<file path="config.mk">
export PLATFORM = sky130hd
export DESIGN_NAME = cpu_pipe_top
export DESIGN_NICKNAME = d
export VERILOG_FILES = /design/src/source/cpu_pipe_pkg.sv /design/src/source/pipe_ctrl_if.sv /design/src/source/pipeline_control.sv /design/src/source/mul_div_busy.sv /design/src/source/pipe_stage_chain.sv /design/src/source/cpu_pipe_top.sv
export VERILOG_INCLUDE_DIRS = /design/src /design/src/source
export SDC_FILE = /design/constraint.sdc
export NUM_CORES = 1
export LEC_CHECK = 0
export BUFFER_PORTS_ARGS = -buffer_cell sky130_fd_sc_hd__buf_2
export CORE_UTILIZATION = 33
export DETAILED_ROUTE_END_ITERATION = 10
export SYNTH_ARGS = -nofsm -noshare
export SYNTH_HDL_FRONTEND = slang
export SYNTH_HIERARCHICAL = 1
export SYNTH_SLANG_ARGS = --single-unit
</file>
<file path="constraint.sdc">
create_clock -name clk -period 10.6 [get_ports clk]
set_input_delay 2.65 -clock clk [delete_from_list [all_inputs] [get_ports clk]]
set_output_delay 2.65 -clock clk [all_outputs]
set_load 0.1 [all_outputs]
</file>
<file path="src/source/cpu_pipe_settings.svh">
`ifndef CPU_PIPE_SETTINGS_SVH
`define CPU_PIPE_SETTINGS_SVH

// pipeline depth, one control bit per stage
// bit 0 is the pc, bit 5 is mem/wb
`define CPU_PIPE_STAGES 6

// data path width for pc and instruction word
`define CPU_PIPE_XLEN 32

// cycles a mul/div op keeps id/ex busy before it may advance
`define CPU_PIPE_MULDIV_CYCLES 4

// pc loaded while rst is high
`define CPU_PIPE_RESET_PC 32'h8000_0000

// redirect target when a trap flush wins
`define CPU_PIPE_TRAP_VECTOR 32'h8000_0100

`endif

</file>
<file path="src/source/cpu_pipe_pkg.sv">
`include "cpu_pipe_settings.svh"

package cpu_pipe_pkg;

  // bit positions inside the stall and flush vectors
  typedef enum logic [2:0] {
    PC     = 3'd0,
    PRE_IF = 3'd1,
    IF_ID  = 3'd2,
    ID_EX  = 3'd3,
    EX_MEM = 3'd4,
    MEM_WB = 3'd5
  } stage_e;

  // register-register layout
  typedef struct packed {
    logic [6:0] funct7;
    logic [4:0] rs2;
    logic [4:0] rs1;
    logic [2:0] funct3;
    logic [4:0] rd;
    logic [6:0] opcode;
  } r_fmt_t;

  // immediate layout, shares rs1/rd/opcode positions with r_fmt_t
  typedef struct packed {
    logic [11:0] imm;
    logic [4:0]  rs1;
    logic [2:0]  funct3;
    logic [4:0]  rd;
    logic [6:0]  opcode;
  } i_fmt_t;

  // one instruction word, read through either view
  typedef union packed {
    r_fmt_t r;
    i_fmt_t i;
  } rv_instr_u;

  // contents of one stage register
  typedef struct packed {
    logic                      valid;
    logic [`CPU_PIPE_XLEN-1:0] pc;
    rv_instr_u                 instr;
  } stage_rec_t;

  localparam logic [6:0] OPC_LOAD = 7'b0000011;
  localparam logic [6:0] OPC_OP   = 7'b0110011;

  typedef logic [`CPU_PIPE_STAGES-1:0] ctl_vec_t;

  // stall/flush pairs per request
  // a stalled stage holds, so no bit is both stalled and flushed
  localparam ctl_vec_t RAM_MEM_STALL    = 6'b011111;
  localparam ctl_vec_t RAM_MEM_FLUSH    = 6'b100000;
  localparam ctl_vec_t RAM_IF_STALL     = 6'b000011;
  localparam ctl_vec_t RAM_IF_FLUSH     = 6'b000100;
  localparam ctl_vec_t NEXT_PREIF_STALL = 6'b000010;
  localparam ctl_vec_t NEXT_PREIF_FLUSH = 6'b000100;
  localparam ctl_vec_t TRAP_FLUSH_STALL = 6'b000000;
  localparam ctl_vec_t TRAP_FLUSH_FLUSH = 6'b001110;
  localparam ctl_vec_t TRAP_STALL_STALL = 6'b111111;
  localparam ctl_vec_t TRAP_STALL_FLUSH = 6'b000000;
  localparam ctl_vec_t JUMP_STALL       = 6'b000000;
  localparam ctl_vec_t JUMP_FLUSH       = 6'b000110;
  localparam ctl_vec_t MUL_DIV_STALL    = 6'b001111;
  localparam ctl_vec_t MUL_DIV_FLUSH    = 6'b010000;
  localparam ctl_vec_t LOAD_USE_STALL   = 6'b000111;
  localparam ctl_vec_t LOAD_USE_FLUSH   = 6'b001000;
  localparam ctl_vec_t COMPRESS_STALL   = 6'b000011;
  localparam ctl_vec_t COMPRESS_FLUSH   = 6'b000100;
  localparam ctl_vec_t RESET_STALL      = 6'b000000;
  localparam ctl_vec_t RESET_FLUSH      = 6'b011111;

endpackage

</file>
<file path="src/source/pipe_ctrl_if.sv">
`include "cpu_pipe_settings.svh"

interface pipe_ctrl_if;

  // resolved control vectors, bit 0 = pc
  logic [`CPU_PIPE_STAGES-1:0] stall;
  logic [`CPU_PIPE_STAGES-1:0] flush;

  // load in id/ex feeds the instruction in if/id
  logic load_use_valid;

  // id/ex holds a valid mul/div op
  logic ex_muldiv;

  // mul/div unit still busy, keep id/ex
  logic mul_div_valid;

  // priority resolver
  modport ctrl (
    output stall,
    output flush,
    input  load_use_valid,
    input  mul_div_valid
  );

  // stage registers and pc
  modport chain (
    input  stall,
    input  flush,
    output load_use_valid,
    output ex_muldiv
  );

  // occupancy counter
  modport muldiv (
    input  ex_muldiv,
    output mul_div_valid
  );

endinterface

</file>
<file path="src/source/pipeline_control.sv">
`include "cpu_pipe_settings.svh"

module pipeline_control (
  input  logic rst_i,
  input  logic ram_stall_if_i,
  input  logic ram_stall_mem_i,
  input  logic next_stall_preif_i,
  input  logic trap_stall_i,
  input  logic trap_flush_i,
  input  logic jump_valid_i,
  input  logic compress_stall_i,
  pipe_ctrl_if.ctrl ctl
);

  cpu_pipe_pkg::ctl_vec_t stall_d;
  cpu_pipe_pkg::ctl_vec_t flush_d;

  // anything that outranks trap_stall in the list below
  logic above_trap_stall;

  // later pipeline events win, reset wins over everything
  always_comb begin
    if (rst_i) begin
      // hold nothing, empty every stage register behind mem/wb
      stall_d = cpu_pipe_pkg::RESET_STALL;
      flush_d = cpu_pipe_pkg::RESET_FLUSH;
    end else if (ram_stall_mem_i) begin
      // data memory busy, freeze everything ahead of mem/wb
      stall_d = cpu_pipe_pkg::RAM_MEM_STALL;
      flush_d = cpu_pipe_pkg::RAM_MEM_FLUSH;
    end else if (ram_stall_if_i) begin
      // fetch not ready, bubble into if/id
      stall_d = cpu_pipe_pkg::RAM_IF_STALL;
      flush_d = cpu_pipe_pkg::RAM_IF_FLUSH;
    end else if (next_stall_preif_i) begin
      // pre-if holds, pc keeps running ahead
      stall_d = cpu_pipe_pkg::NEXT_PREIF_STALL;
      flush_d = cpu_pipe_pkg::NEXT_PREIF_FLUSH;
    end else if (trap_flush_i) begin
      // drop the three younger slots, pc goes to the trap vector
      stall_d = cpu_pipe_pkg::TRAP_FLUSH_STALL;
      flush_d = cpu_pipe_pkg::TRAP_FLUSH_FLUSH;
    end else if (trap_stall_i) begin
      // freeze the whole pipe
      stall_d = cpu_pipe_pkg::TRAP_STALL_STALL;
      flush_d = cpu_pipe_pkg::TRAP_STALL_FLUSH;
    end else if (jump_valid_i) begin
      // two wrong-path slots behind the redirect
      stall_d = cpu_pipe_pkg::JUMP_STALL;
      flush_d = cpu_pipe_pkg::JUMP_FLUSH;
    end else if (ctl.mul_div_valid) begin
      // op sits in id/ex, bubble goes to ex/mem
      stall_d = cpu_pipe_pkg::MUL_DIV_STALL;
      flush_d = cpu_pipe_pkg::MUL_DIV_FLUSH;
    end else if (ctl.load_use_valid) begin
      // consumer waits in if/id for one cycle
      stall_d = cpu_pipe_pkg::LOAD_USE_STALL;
      flush_d = cpu_pipe_pkg::LOAD_USE_FLUSH;
    end else if (compress_stall_i) begin
      // second half of a compressed pair, bubble into if/id
      stall_d = cpu_pipe_pkg::COMPRESS_STALL;
      flush_d = cpu_pipe_pkg::COMPRESS_FLUSH;
    end else begin
      stall_d = '0;
      flush_d = '0;
    end
  end

  assign ctl.stall = stall_d;
  assign ctl.flush = flush_d;

  assign above_trap_stall = rst_i | ram_stall_mem_i | ram_stall_if_i |
                            next_stall_preif_i | trap_flush_i;

  // checks on the resolved pair
  always_comb begin
    // full freeze only comes from a winning trap_stall
    if (&stall_d) begin
      assert (trap_stall_i && !above_trap_stall)
        else $error("full stall without a winning trap_stall");
    end
    // a stage is either held or emptied, never both
    if (!rst_i) begin
      assert ((stall_d & flush_d) == '0)
        else $error("stall and flush overlap: %b %b", stall_d, flush_d);
    end
  end

endmodule

</file>
<file path="src/source/mul_div_busy.sv">
`include "cpu_pipe_settings.svh"

module mul_div_busy (
  input  logic clk,
  input  logic rst,
  pipe_ctrl_if.muldiv ctl
);

  localparam int CYC = `CPU_PIPE_MULDIV_CYCLES;
  localparam int CW  = $clog2(CYC + 1);

  // cycles the op in id/ex has been held so far
  logic [CW-1:0] cnt_q;

  // op present and still short of its latency
  logic counting;

  assign counting = ctl.ex_muldiv && (cnt_q < CW'(CYC));

  // stall request follows the counter directly
  assign ctl.mul_div_valid = counting;

  // at CYC the request drops for one cycle so the op can leave,
  // then the counter is back at zero for the next op
  always_ff @(posedge clk) begin
    if (rst) begin
      cnt_q <= '0;
    end else if (counting) begin
      cnt_q <= cnt_q + 1'b1;
    end else begin
      cnt_q <= '0;
    end
  end

  // counter stays inside its range
  a_cnt_range: assert property (
    @(posedge clk) disable iff (rst)
    cnt_q <= CW'(CYC)
  ) else $error("mul/div counter out of range: %0d", cnt_q);

endmodule

</file>
<file path="src/source/pipe_stage_chain.sv">
`include "cpu_pipe_settings.svh"

module pipe_stage_chain (
  input  logic                      clk,
  input  logic                      rst,
  input  logic [`CPU_PIPE_XLEN-1:0] fetch_instr_i,
  input  logic [`CPU_PIPE_XLEN-1:0] jump_target_i,
  input  logic                      trap_flush_i,
  input  logic                      jump_valid_i,
  pipe_ctrl_if.chain                ctl,
  output logic [`CPU_PIPE_XLEN-1:0] fetch_pc_o,
  output logic                      retire_valid_o,
  output logic [`CPU_PIPE_XLEN-1:0] retire_pc_o,
  output logic [`CPU_PIPE_XLEN-1:0] retire_instr_o
);

  localparam int LAST = `CPU_PIPE_STAGES - 1;

  logic [`CPU_PIPE_XLEN-1:0] pc_q;

  // stage registers 1..5, pre-if up to mem/wb
  cpu_pipe_pkg::stage_rec_t stage_q [1:LAST];

  // what each stage would take when it advances
  cpu_pipe_pkg::stage_rec_t up_d [1:LAST];

  // pc redirect wins when pre-if is emptied without being held
  logic redirect;

  // instruction views used by the hazard checks
  cpu_pipe_pkg::rv_instr_u ex_instr;
  cpu_pipe_pkg::rv_instr_u id_instr;
  logic                    ex_is_load;
  logic                    id_is_op;
  logic                    rs1_hit;
  logic                    rs2_hit;

  // only trap_flush and jump set flush bit 1 while bit 1 is not held
  assign redirect = ctl.flush[cpu_pipe_pkg::PRE_IF] & ~ctl.stall[cpu_pipe_pkg::PRE_IF];

  always_ff @(posedge clk) begin
    if (rst) begin
      pc_q <= `CPU_PIPE_RESET_PC;
    end else if (!ctl.stall[cpu_pipe_pkg::PC]) begin
      if (redirect) begin
        // trap outranks jump, so trap_flush_i only picks the target
        pc_q <= trap_flush_i ? `CPU_PIPE_TRAP_VECTOR : jump_target_i;
      end else begin
        pc_q <= pc_q + `CPU_PIPE_XLEN'(4);
      end
    end
  end

  // upstream sources
  always_comb begin
    // pre-if samples the pc, always a real fetch slot
    up_d[cpu_pipe_pkg::PRE_IF].valid = 1'b1;
    up_d[cpu_pipe_pkg::PRE_IF].pc    = pc_q;
    up_d[cpu_pipe_pkg::PRE_IF].instr = '0;
    // if/id joins the pre-if pc with the fetched word
    up_d[cpu_pipe_pkg::IF_ID].valid = stage_q[cpu_pipe_pkg::PRE_IF].valid;
    up_d[cpu_pipe_pkg::IF_ID].pc    = stage_q[cpu_pipe_pkg::PRE_IF].pc;
    up_d[cpu_pipe_pkg::IF_ID].instr = fetch_instr_i;
    // the rest simply shift
    for (int k = cpu_pipe_pkg::ID_EX; k <= LAST; k++) begin
      up_d[k] = stage_q[k - 1];
    end
  end

  // stall holds, else flush leaves a bubble, else advance
  // payload follows even into a bubble, only valid matters there
  always_ff @(posedge clk) begin
    for (int k = 1; k <= LAST; k++) begin
      if (rst) begin
        stage_q[k].valid <= 1'b0;
      end else if (!ctl.stall[k]) begin
        stage_q[k].valid <= up_d[k].valid & ~ctl.flush[k];
        stage_q[k].pc    <= up_d[k].pc;
        stage_q[k].instr <= up_d[k].instr;
      end
    end
  end

  assign ex_instr = stage_q[cpu_pipe_pkg::ID_EX].instr;
  assign id_instr = stage_q[cpu_pipe_pkg::IF_ID].instr;

  // load check reads the I layout
  assign ex_is_load = stage_q[cpu_pipe_pkg::ID_EX].valid &&
                      (ex_instr.i.opcode == cpu_pipe_pkg::OPC_LOAD) &&
                      (ex_instr.i.rd != 5'd0);

  // rs2 is a real source only for register-register ops
  assign id_is_op = id_instr.r.opcode == cpu_pipe_pkg::OPC_OP;
  assign rs1_hit  = ex_instr.i.rd == id_instr.i.rs1;
  assign rs2_hit  = id_is_op && (ex_instr.i.rd == id_instr.r.rs2);

  assign ctl.load_use_valid = ex_is_load && stage_q[cpu_pipe_pkg::IF_ID].valid &&
                              (rs1_hit || rs2_hit);

  // M extension ops carry funct7 = 1
  assign ctl.ex_muldiv = stage_q[cpu_pipe_pkg::ID_EX].valid &&
                         (ex_instr.r.opcode == cpu_pipe_pkg::OPC_OP) &&
                         (ex_instr.r.funct7 == 7'd1);

  // pre-if pc is what the fetch word must belong to
  assign fetch_pc_o     = stage_q[cpu_pipe_pkg::PRE_IF].pc;
  assign retire_valid_o = stage_q[cpu_pipe_pkg::MEM_WB].valid;
  assign retire_pc_o    = stage_q[cpu_pipe_pkg::MEM_WB].pc;
  assign retire_instr_o = stage_q[cpu_pipe_pkg::MEM_WB].instr;

  // a flushed stage that was not held is a bubble one cycle later
  for (genvar g = 1; g <= LAST; g++) begin : g_flush_chk
    a_bubble: assert property (
      @(posedge clk) disable iff (rst)
      (ctl.flush[g] && !ctl.stall[g]) |=> !stage_q[g].valid
    ) else $error("stage %0d still valid after flush", g);
  end

  // jump_valid_i only matters through the resolved vectors
  a_jump_redirect: assert property (
    @(posedge clk) disable iff (rst)
    (redirect && !trap_flush_i) |-> jump_valid_i
  ) else $error("redirect without a jump or trap request");

endmodule

</file>
<file path="src/source/cpu_pipe_top.sv">
`include "cpu_pipe_settings.svh"

module cpu_pipe_top (
  input  logic                        clk,
  input  logic                        rst,
  input  logic [`CPU_PIPE_XLEN-1:0]   fetch_instr_i,
  input  logic [`CPU_PIPE_XLEN-1:0]   jump_target_i,
  input  logic                        ram_stall_if_i,
  input  logic                        ram_stall_mem_i,
  input  logic                        next_stall_preif_i,
  input  logic                        trap_stall_i,
  input  logic                        trap_flush_i,
  input  logic                        jump_valid_i,
  input  logic                        compress_stall_i,
  output logic [`CPU_PIPE_STAGES-1:0] stall_o,
  output logic [`CPU_PIPE_STAGES-1:0] flush_o,
  output logic [`CPU_PIPE_XLEN-1:0]   fetch_pc_o,
  output logic                        retire_valid_o,
  output logic [`CPU_PIPE_XLEN-1:0]   retire_pc_o,
  output logic [`CPU_PIPE_XLEN-1:0]   retire_instr_o
);

  // internal hazard bus between resolver, counter and stages
  pipe_ctrl_if ctl_if ();

  pipeline_control pipeline_control_i (
    .rst_i              (rst),
    .ram_stall_if_i     (ram_stall_if_i),
    .ram_stall_mem_i    (ram_stall_mem_i),
    .next_stall_preif_i (next_stall_preif_i),
    .trap_stall_i       (trap_stall_i),
    .trap_flush_i       (trap_flush_i),
    .jump_valid_i       (jump_valid_i),
    .compress_stall_i   (compress_stall_i),
    .ctl                (ctl_if.ctrl)
  );

  mul_div_busy mul_div_busy_i (
    .clk (clk),
    .rst (rst),
    .ctl (ctl_if.muldiv)
  );

  pipe_stage_chain pipe_stage_chain_i (
    .clk            (clk),
    .rst            (rst),
    .fetch_instr_i  (fetch_instr_i),
    .jump_target_i  (jump_target_i),
    .trap_flush_i   (trap_flush_i),
    .jump_valid_i   (jump_valid_i),
    .ctl            (ctl_if.chain),
    .fetch_pc_o     (fetch_pc_o),
    .retire_valid_o (retire_valid_o),
    .retire_pc_o    (retire_pc_o),
    .retire_instr_o (retire_instr_o)
  );

  // resolved vectors visible outside for debug and checking
  assign stall_o = ctl_if.stall;
  assign flush_o = ctl_if.flush;

endmodule

</file>
Word-level counts from Yosys, hierarchy flattened. Memories as Yosys holds them, arrays and structs flattened. Index checks and enable logic that the tools add are counted.

Bitwise gates (word level): 17. Equal/unequal tests: 6. Add/sub/neg operators: 2. Mux-type cells: 44. $lt $le $gt $ge: 1. Reduce and logical (&&, ||, !) cells: 11.

Operators with widths (number): 6-bit 2-to-1 mux (18); 32-bit 2-to-1 mux (2); 32-bit by 3-bit adder with 32-bit output (second input constant) (1); 1-bit 2-to-1 mux (22); 7-bit by 6-bit == test with 1-bit output (second input constant) (2); 5-bit == test (2); 1-bit logical AND (8); 7-bit by 1-bit == test with 1-bit output (second input constant) (1); 7-bit by 2-bit == test with 1-bit output (second input constant) (1); 1-bit NOT (7); 1-bit bitwise AND (5); 1-bit bitwise OR (5); 5-bit nonzero test (1); 3-bit by 1-bit adder with 3-bit output (second input constant) (1); 3-bit < comparator (second input constant) (1); 3-bit 2-to-1 mux (1); 2-bit 2-to-1 mux (1); 2-bit OR reduction (1); 1-bit logical OR (1).

Output and inout port bits: 109. RAM bits: 325. Flip-flop bits (word level): 35. Logic and storage cells: 84. Input bits: 73. Memories kept: 1.

Memories: pipe_stage_chain_i.stage_q (words 5, width 65, read ports 5, clocked after memory_dff 0, write ports 5, RTL line pipe_stage_chain.sv:22) `cpu_pipe_pkg::stage_rec_t stage_q [1:LAST];`.

Logic depth before layout (Yosys ltp). An unclocked memory read counts as a cell.

Depth in word-level cells: 19. Depth in mapped cells: 15. Mapped depth without buffers: 13.

By module. Netlist, hierarchy kept.

Modules (own cells, without submodules): pipe_stage_chain (sequential area each 9439.1 um2, area an instance 11913.9 um2, cells each 708, times used 1); pipeline_control (sequential area each 0.0 um2, area an instance 193.9 um2, cells each 30, times used 1); mul_div_busy (sequential area each 60.1 um2, area an instance 118.9 um2, cells each 8, times used 1).

Least setup slack after synthesis. No wires, ideal clock.

Kind: input port to output port. Start point: input jump_valid_i. End point: output stall_o[1]. Slack: 3.151 ns. Stages: 3. Arrival: 4.799 ns. Path buffers: 0. Cells stage by stage: nor2b_2 a211o_1 a21oi_1.

Longest elaborated chain between the ends: 7.

RTL lines: from (decl) (RTL line cpu_pipe_top.sv:13) `input logic jump_valid_i,`; 6-bit 2-to-1 mux (RTL line pipeline_control.sv:47) `end else if (jump_valid_i) begin`; 6-bit 2-to-1 mux (RTL line pipeline_control.sv:43) `end else if (trap_stall_i) begin`; 6-bit 2-to-1 mux (RTL line pipeline_control.sv:39) `end else if (trap_flush_i) begin`; 6-bit 2-to-1 mux (RTL line pipeline_control.sv:35) `end else if (next_stall_preif_i) begin`; 6-bit 2-to-1 mux (RTL line pipeline_control.sv:31) `end else if (ram_stall_if_i) begin`; 6-bit 2-to-1 mux (RTL line pipeline_control.sv:27) `end else if (ram_stall_mem_i) begin`; 6-bit 2-to-1 mux (RTL line pipeline_control.sv:23) `if (rst_i) begin`; to (decl) (RTL line cpu_pipe_top.sv:15) `` output logic [`CPU_PIPE_STAGES-1:0] stall_o, ``.

No other way between the ends.

Worst setup path after layout.
Start point: input rst. End point: output stall_o[0].

Longest elaborated chain between the ends: 1.

RTL lines: from (decl) (RTL line cpu_pipe_top.sv:5) `input logic rst,`; 6-bit 2-to-1 mux (RTL line pipeline_control.sv:23).

No other way between the ends.

==> flow_summary.json <==
{
  "finClkSkew_ns": 0.0305,
  "viasPerCell": 4.70,
  "leakagePower_nw": 5.00,
  "place.gp.congestion": 0.804,
  "timing.critical_path.from": "rst",
  "required_ns": 7.95,
  "drcViolationCount": 0,
  "async_reset_ff_share_pct": 0,
  "synthTopCellsByArea": "edfxtp_1, buf_4, dfxtp_1",
  "syn_nets": 821,
  "grt_pass1_wl_um": 36000,
  "wl_um": 24000,
  "dr.pass1.iters": 5,
  "ys.warnings.count": 6,
  "final_cell_area_um2": 14200,
  "drive_gt1_share_pct": 30.3,
  "crit_type": "in2out",
  "std_cell_rows": 70,
  "cts.reportedPaths.clkPinSlew_ns": 0.05,
  "cts.path.max_buffers": 3,
  "clock-sinks": 328,
  "postSynthCellCount": 746,
  "dr_wl_met3_um": 1550,
  "final.setup.tns_ns": 0,
  "syn2layout_area_growth_pct": 16.4,
  "worstHoldStart": "pipe_stage_chain_i/stage_q[0][133]",
  "seq_area_frac_synth_pct": 77.7,
  "seq_power_share_pct": 49.2,
  "port-buffer-count": 181,
  "syn_area_um2": 12200,
  "clock_latency_ns": 0.54,
  "fin_ws_ns": 3.37,
  "clockRootBuffer": "clkbuf_16",
  "p_int_mw": 2.31,
  "maxSlewViolCount": 0,
  "worstReg2RegStart": "pipe_stage_chain_i/stage_q[0][125]",
  "first_iter_violations": 421,
  "cts_buffers": 37,
  "overflow": 0,
  "switching_share_pct": 25.3,
  "grt_use_total_pct": 12.5,
  "cts_hold_buf": 0,
  "n_fill_cell": 3359,
  "grt_pass1_vias": 6171,
  "whs_ns": 0.403,
  "worstSetupStartpointType": "input port",
  "rsz0062_at_grt": "false",
  "p_switching_uw": 783,
  "power_mw": 3.09,
  "end_kind": "output port",
  "hold_class": "reg2reg",
  "setup-violations-final": 0,
  "ant_nets": 0,
  "place_inst": 1285,
  "outcome": "completed",
  "core_area_um2": 36500,
  "drv_cap": 0,
  "die-height_um": 194,
  "htreeDepth": 2,
  "dpl_worst_slack_ns": 3.37,
  "hold_viol_final": 0,
  "ys_types": 64,
  "max_slew.worst_pin.slew_ns": 0.930,
  "clock_power_share_pct": 41.4,
  "antenna_found_initial": 6,
  "combPwrFrac_pct": 9.3,
  "fin_crit_sh_pct": 68.2,
  "die_area_um2": 37800,
  "ir_drop_uv": 114,
  "p_per_area_nw_per_um2": 217,
  "cp.arrival_ns": 4.58,
  "min_period_ns": 7.23,
  "finalNonFillerCells": 1353,
  "postCtsSetupBuffers": 0,
  "io_pins": 182,
  "wl_met1_um": 10300,
  "max_clock_freq_ghz": 0.138,
  "cts.repair.resized": 0,
  "placed_area_um2": 13000,
  "die_x_um": 194,
  "ys_ff_latch": 328,
  "dp_hpwl_um": 15700,
  "yosys.area.top_type": "edfxtp_1",
  "utilization_pct": 39.0,
  "initial_utilization_pct": 33.5,
  "synth_edf_count": 293,
  "synth_top_area_share_pct": 72.0,
  "cts_tree": "yes",
  "grt_max_degree": 65,
  "vias": 6353,
  "wl_per_cell_um": 17.8,
  "synth.avg_cell_area_um2": 16.4,
  "slew_headroom_pct": 37.9,
  "synth_top_flop_cell": "edfxtp_1",
  "num-nets-final": 931,
  "worstPathMaxFanout": 64,
  "dr.max_layer_used": "met5",
  "dr_wl_met2_um": 11300
}
==> layer usage <==
metal  up-vias  global-route usage (%)
li1       2994                       -
met1      3081                    16.0
met2       215                    19.9
met3        53                    3.66
met4        10                    4.97
met5         -                       0
==> critical path, cell delays in order <==
cell	delay [ns]
buf_2	0.09
buf_4	0.33
o21bai_1	0.30
o31ai_4	0.07
buf_4	0.52
buf_2	0.55
==> area by class of cell <==
class,instances,area (µm²),share of cell area (%)
clock buffer,44,952,6.69
timing repair buffer,190,973,6.84
clock inverter,23,270,1.90
inverter,4,15.0,0.106
multi-input combinational,295,1930,13.6
antenna,1,2.50,0.0176
tap,468,586,4.12
sequential,328,9500,66.8
==> cells by family (layout without fill, tap and decap cells) <==
group                    count (synthesis)  in the layout  synth area share, %
multiplexers                             2              2                0.174
flip-flops                             328            328                 77.7
AND/OR/NAND/NOR                        180            180                 8.76
buffers and inverters                  123            261                 6.90
other                                    0              1                    0
adder cells (fa/ha/maj)                  2              2                0.205
XOR/XNOR                                12             12                0.860
AO/OA/AOI/OAI                           99             99                 5.41
==> synth_stat cells (all sizes together), types with 3 or more instances <==
library cell    n
nand3          12
xnor2           8
xor2            4
nor2b           7
nor4           12
nand2          27
and4            6
o21bai          3
edfxtp        293
a32oi           3
a2bb2oi         3
nor4b          11
nand4          13
or4             6
a21o            7
a31oi          10
o21ai          16
inv             4
o31ai           5
a221oi          5
a211oi          7
nor3           17
clkbuf         15
o311ai          3
dfxtp          35
nand3b          4
nor3b           3
nand2b         14
a21oi          25
buf           104
and2            5
nor2           35
==> state kept, by name, indices dropped and copies added (netlist names) <==
register	count
mul_div_busy_i/cnt_q	3
pipe_stage_chain_i/pc_q	32
pipe_stage_chain_i/stage_q	293
==> layout by cell type (no fill, tap or decap), types with 4 or more instances in the layout <==
cell         n
a211oi_1     7
a21o_1       7
a21oi_1     25
a221oi_1     5
a31oi_1     10
and2_1       4
and4_1       4
buf_2      181
buf_4        9
bufinv_16    5
clkbuf_1     7
clkbuf_16   37
clkinv_2     8
dfxtp_1     35
edfxtp_1   293
inv_1        4
nand2_1     27
nand2b_1    14
nand3_1     12
nand3b_1     4
nand4_1     12
nor2_1      30
nor2_4       5
nor2b_1      6
nor3_1      16
nor4_1      10
nor4b_1     10
o21ai_0     16
o31ai_1      4
or4_1        6
xnor2_1      8
xor2_1       4
==> worst paths after layout <==
check	end	slack, ns	cells past startpoint
max	stall_o[0]	3.37	6
min	pipe_stage_chain_i/stage_q[0][198]	0.40	0
max reg2reg	pipe_stage_chain_i/pc_q[30]	6.05	13
min reg2reg	pipe_stage_chain_i/stage_q[0][198]	0.40	0
==> power groups by stage <==
stage                     Sequential (mW)  Clock, mW  Combinational [mW]
after floorplan                      1.54          0               0.251
after global placement               1.55          0               0.289
after detailed placement             1.55          0               0.292
after CTS                            1.52       1.32               0.293
after global routing                 1.53       1.37               0.302
final                                1.52       1.28               0.289
Power figures use the tool's default switching activity.
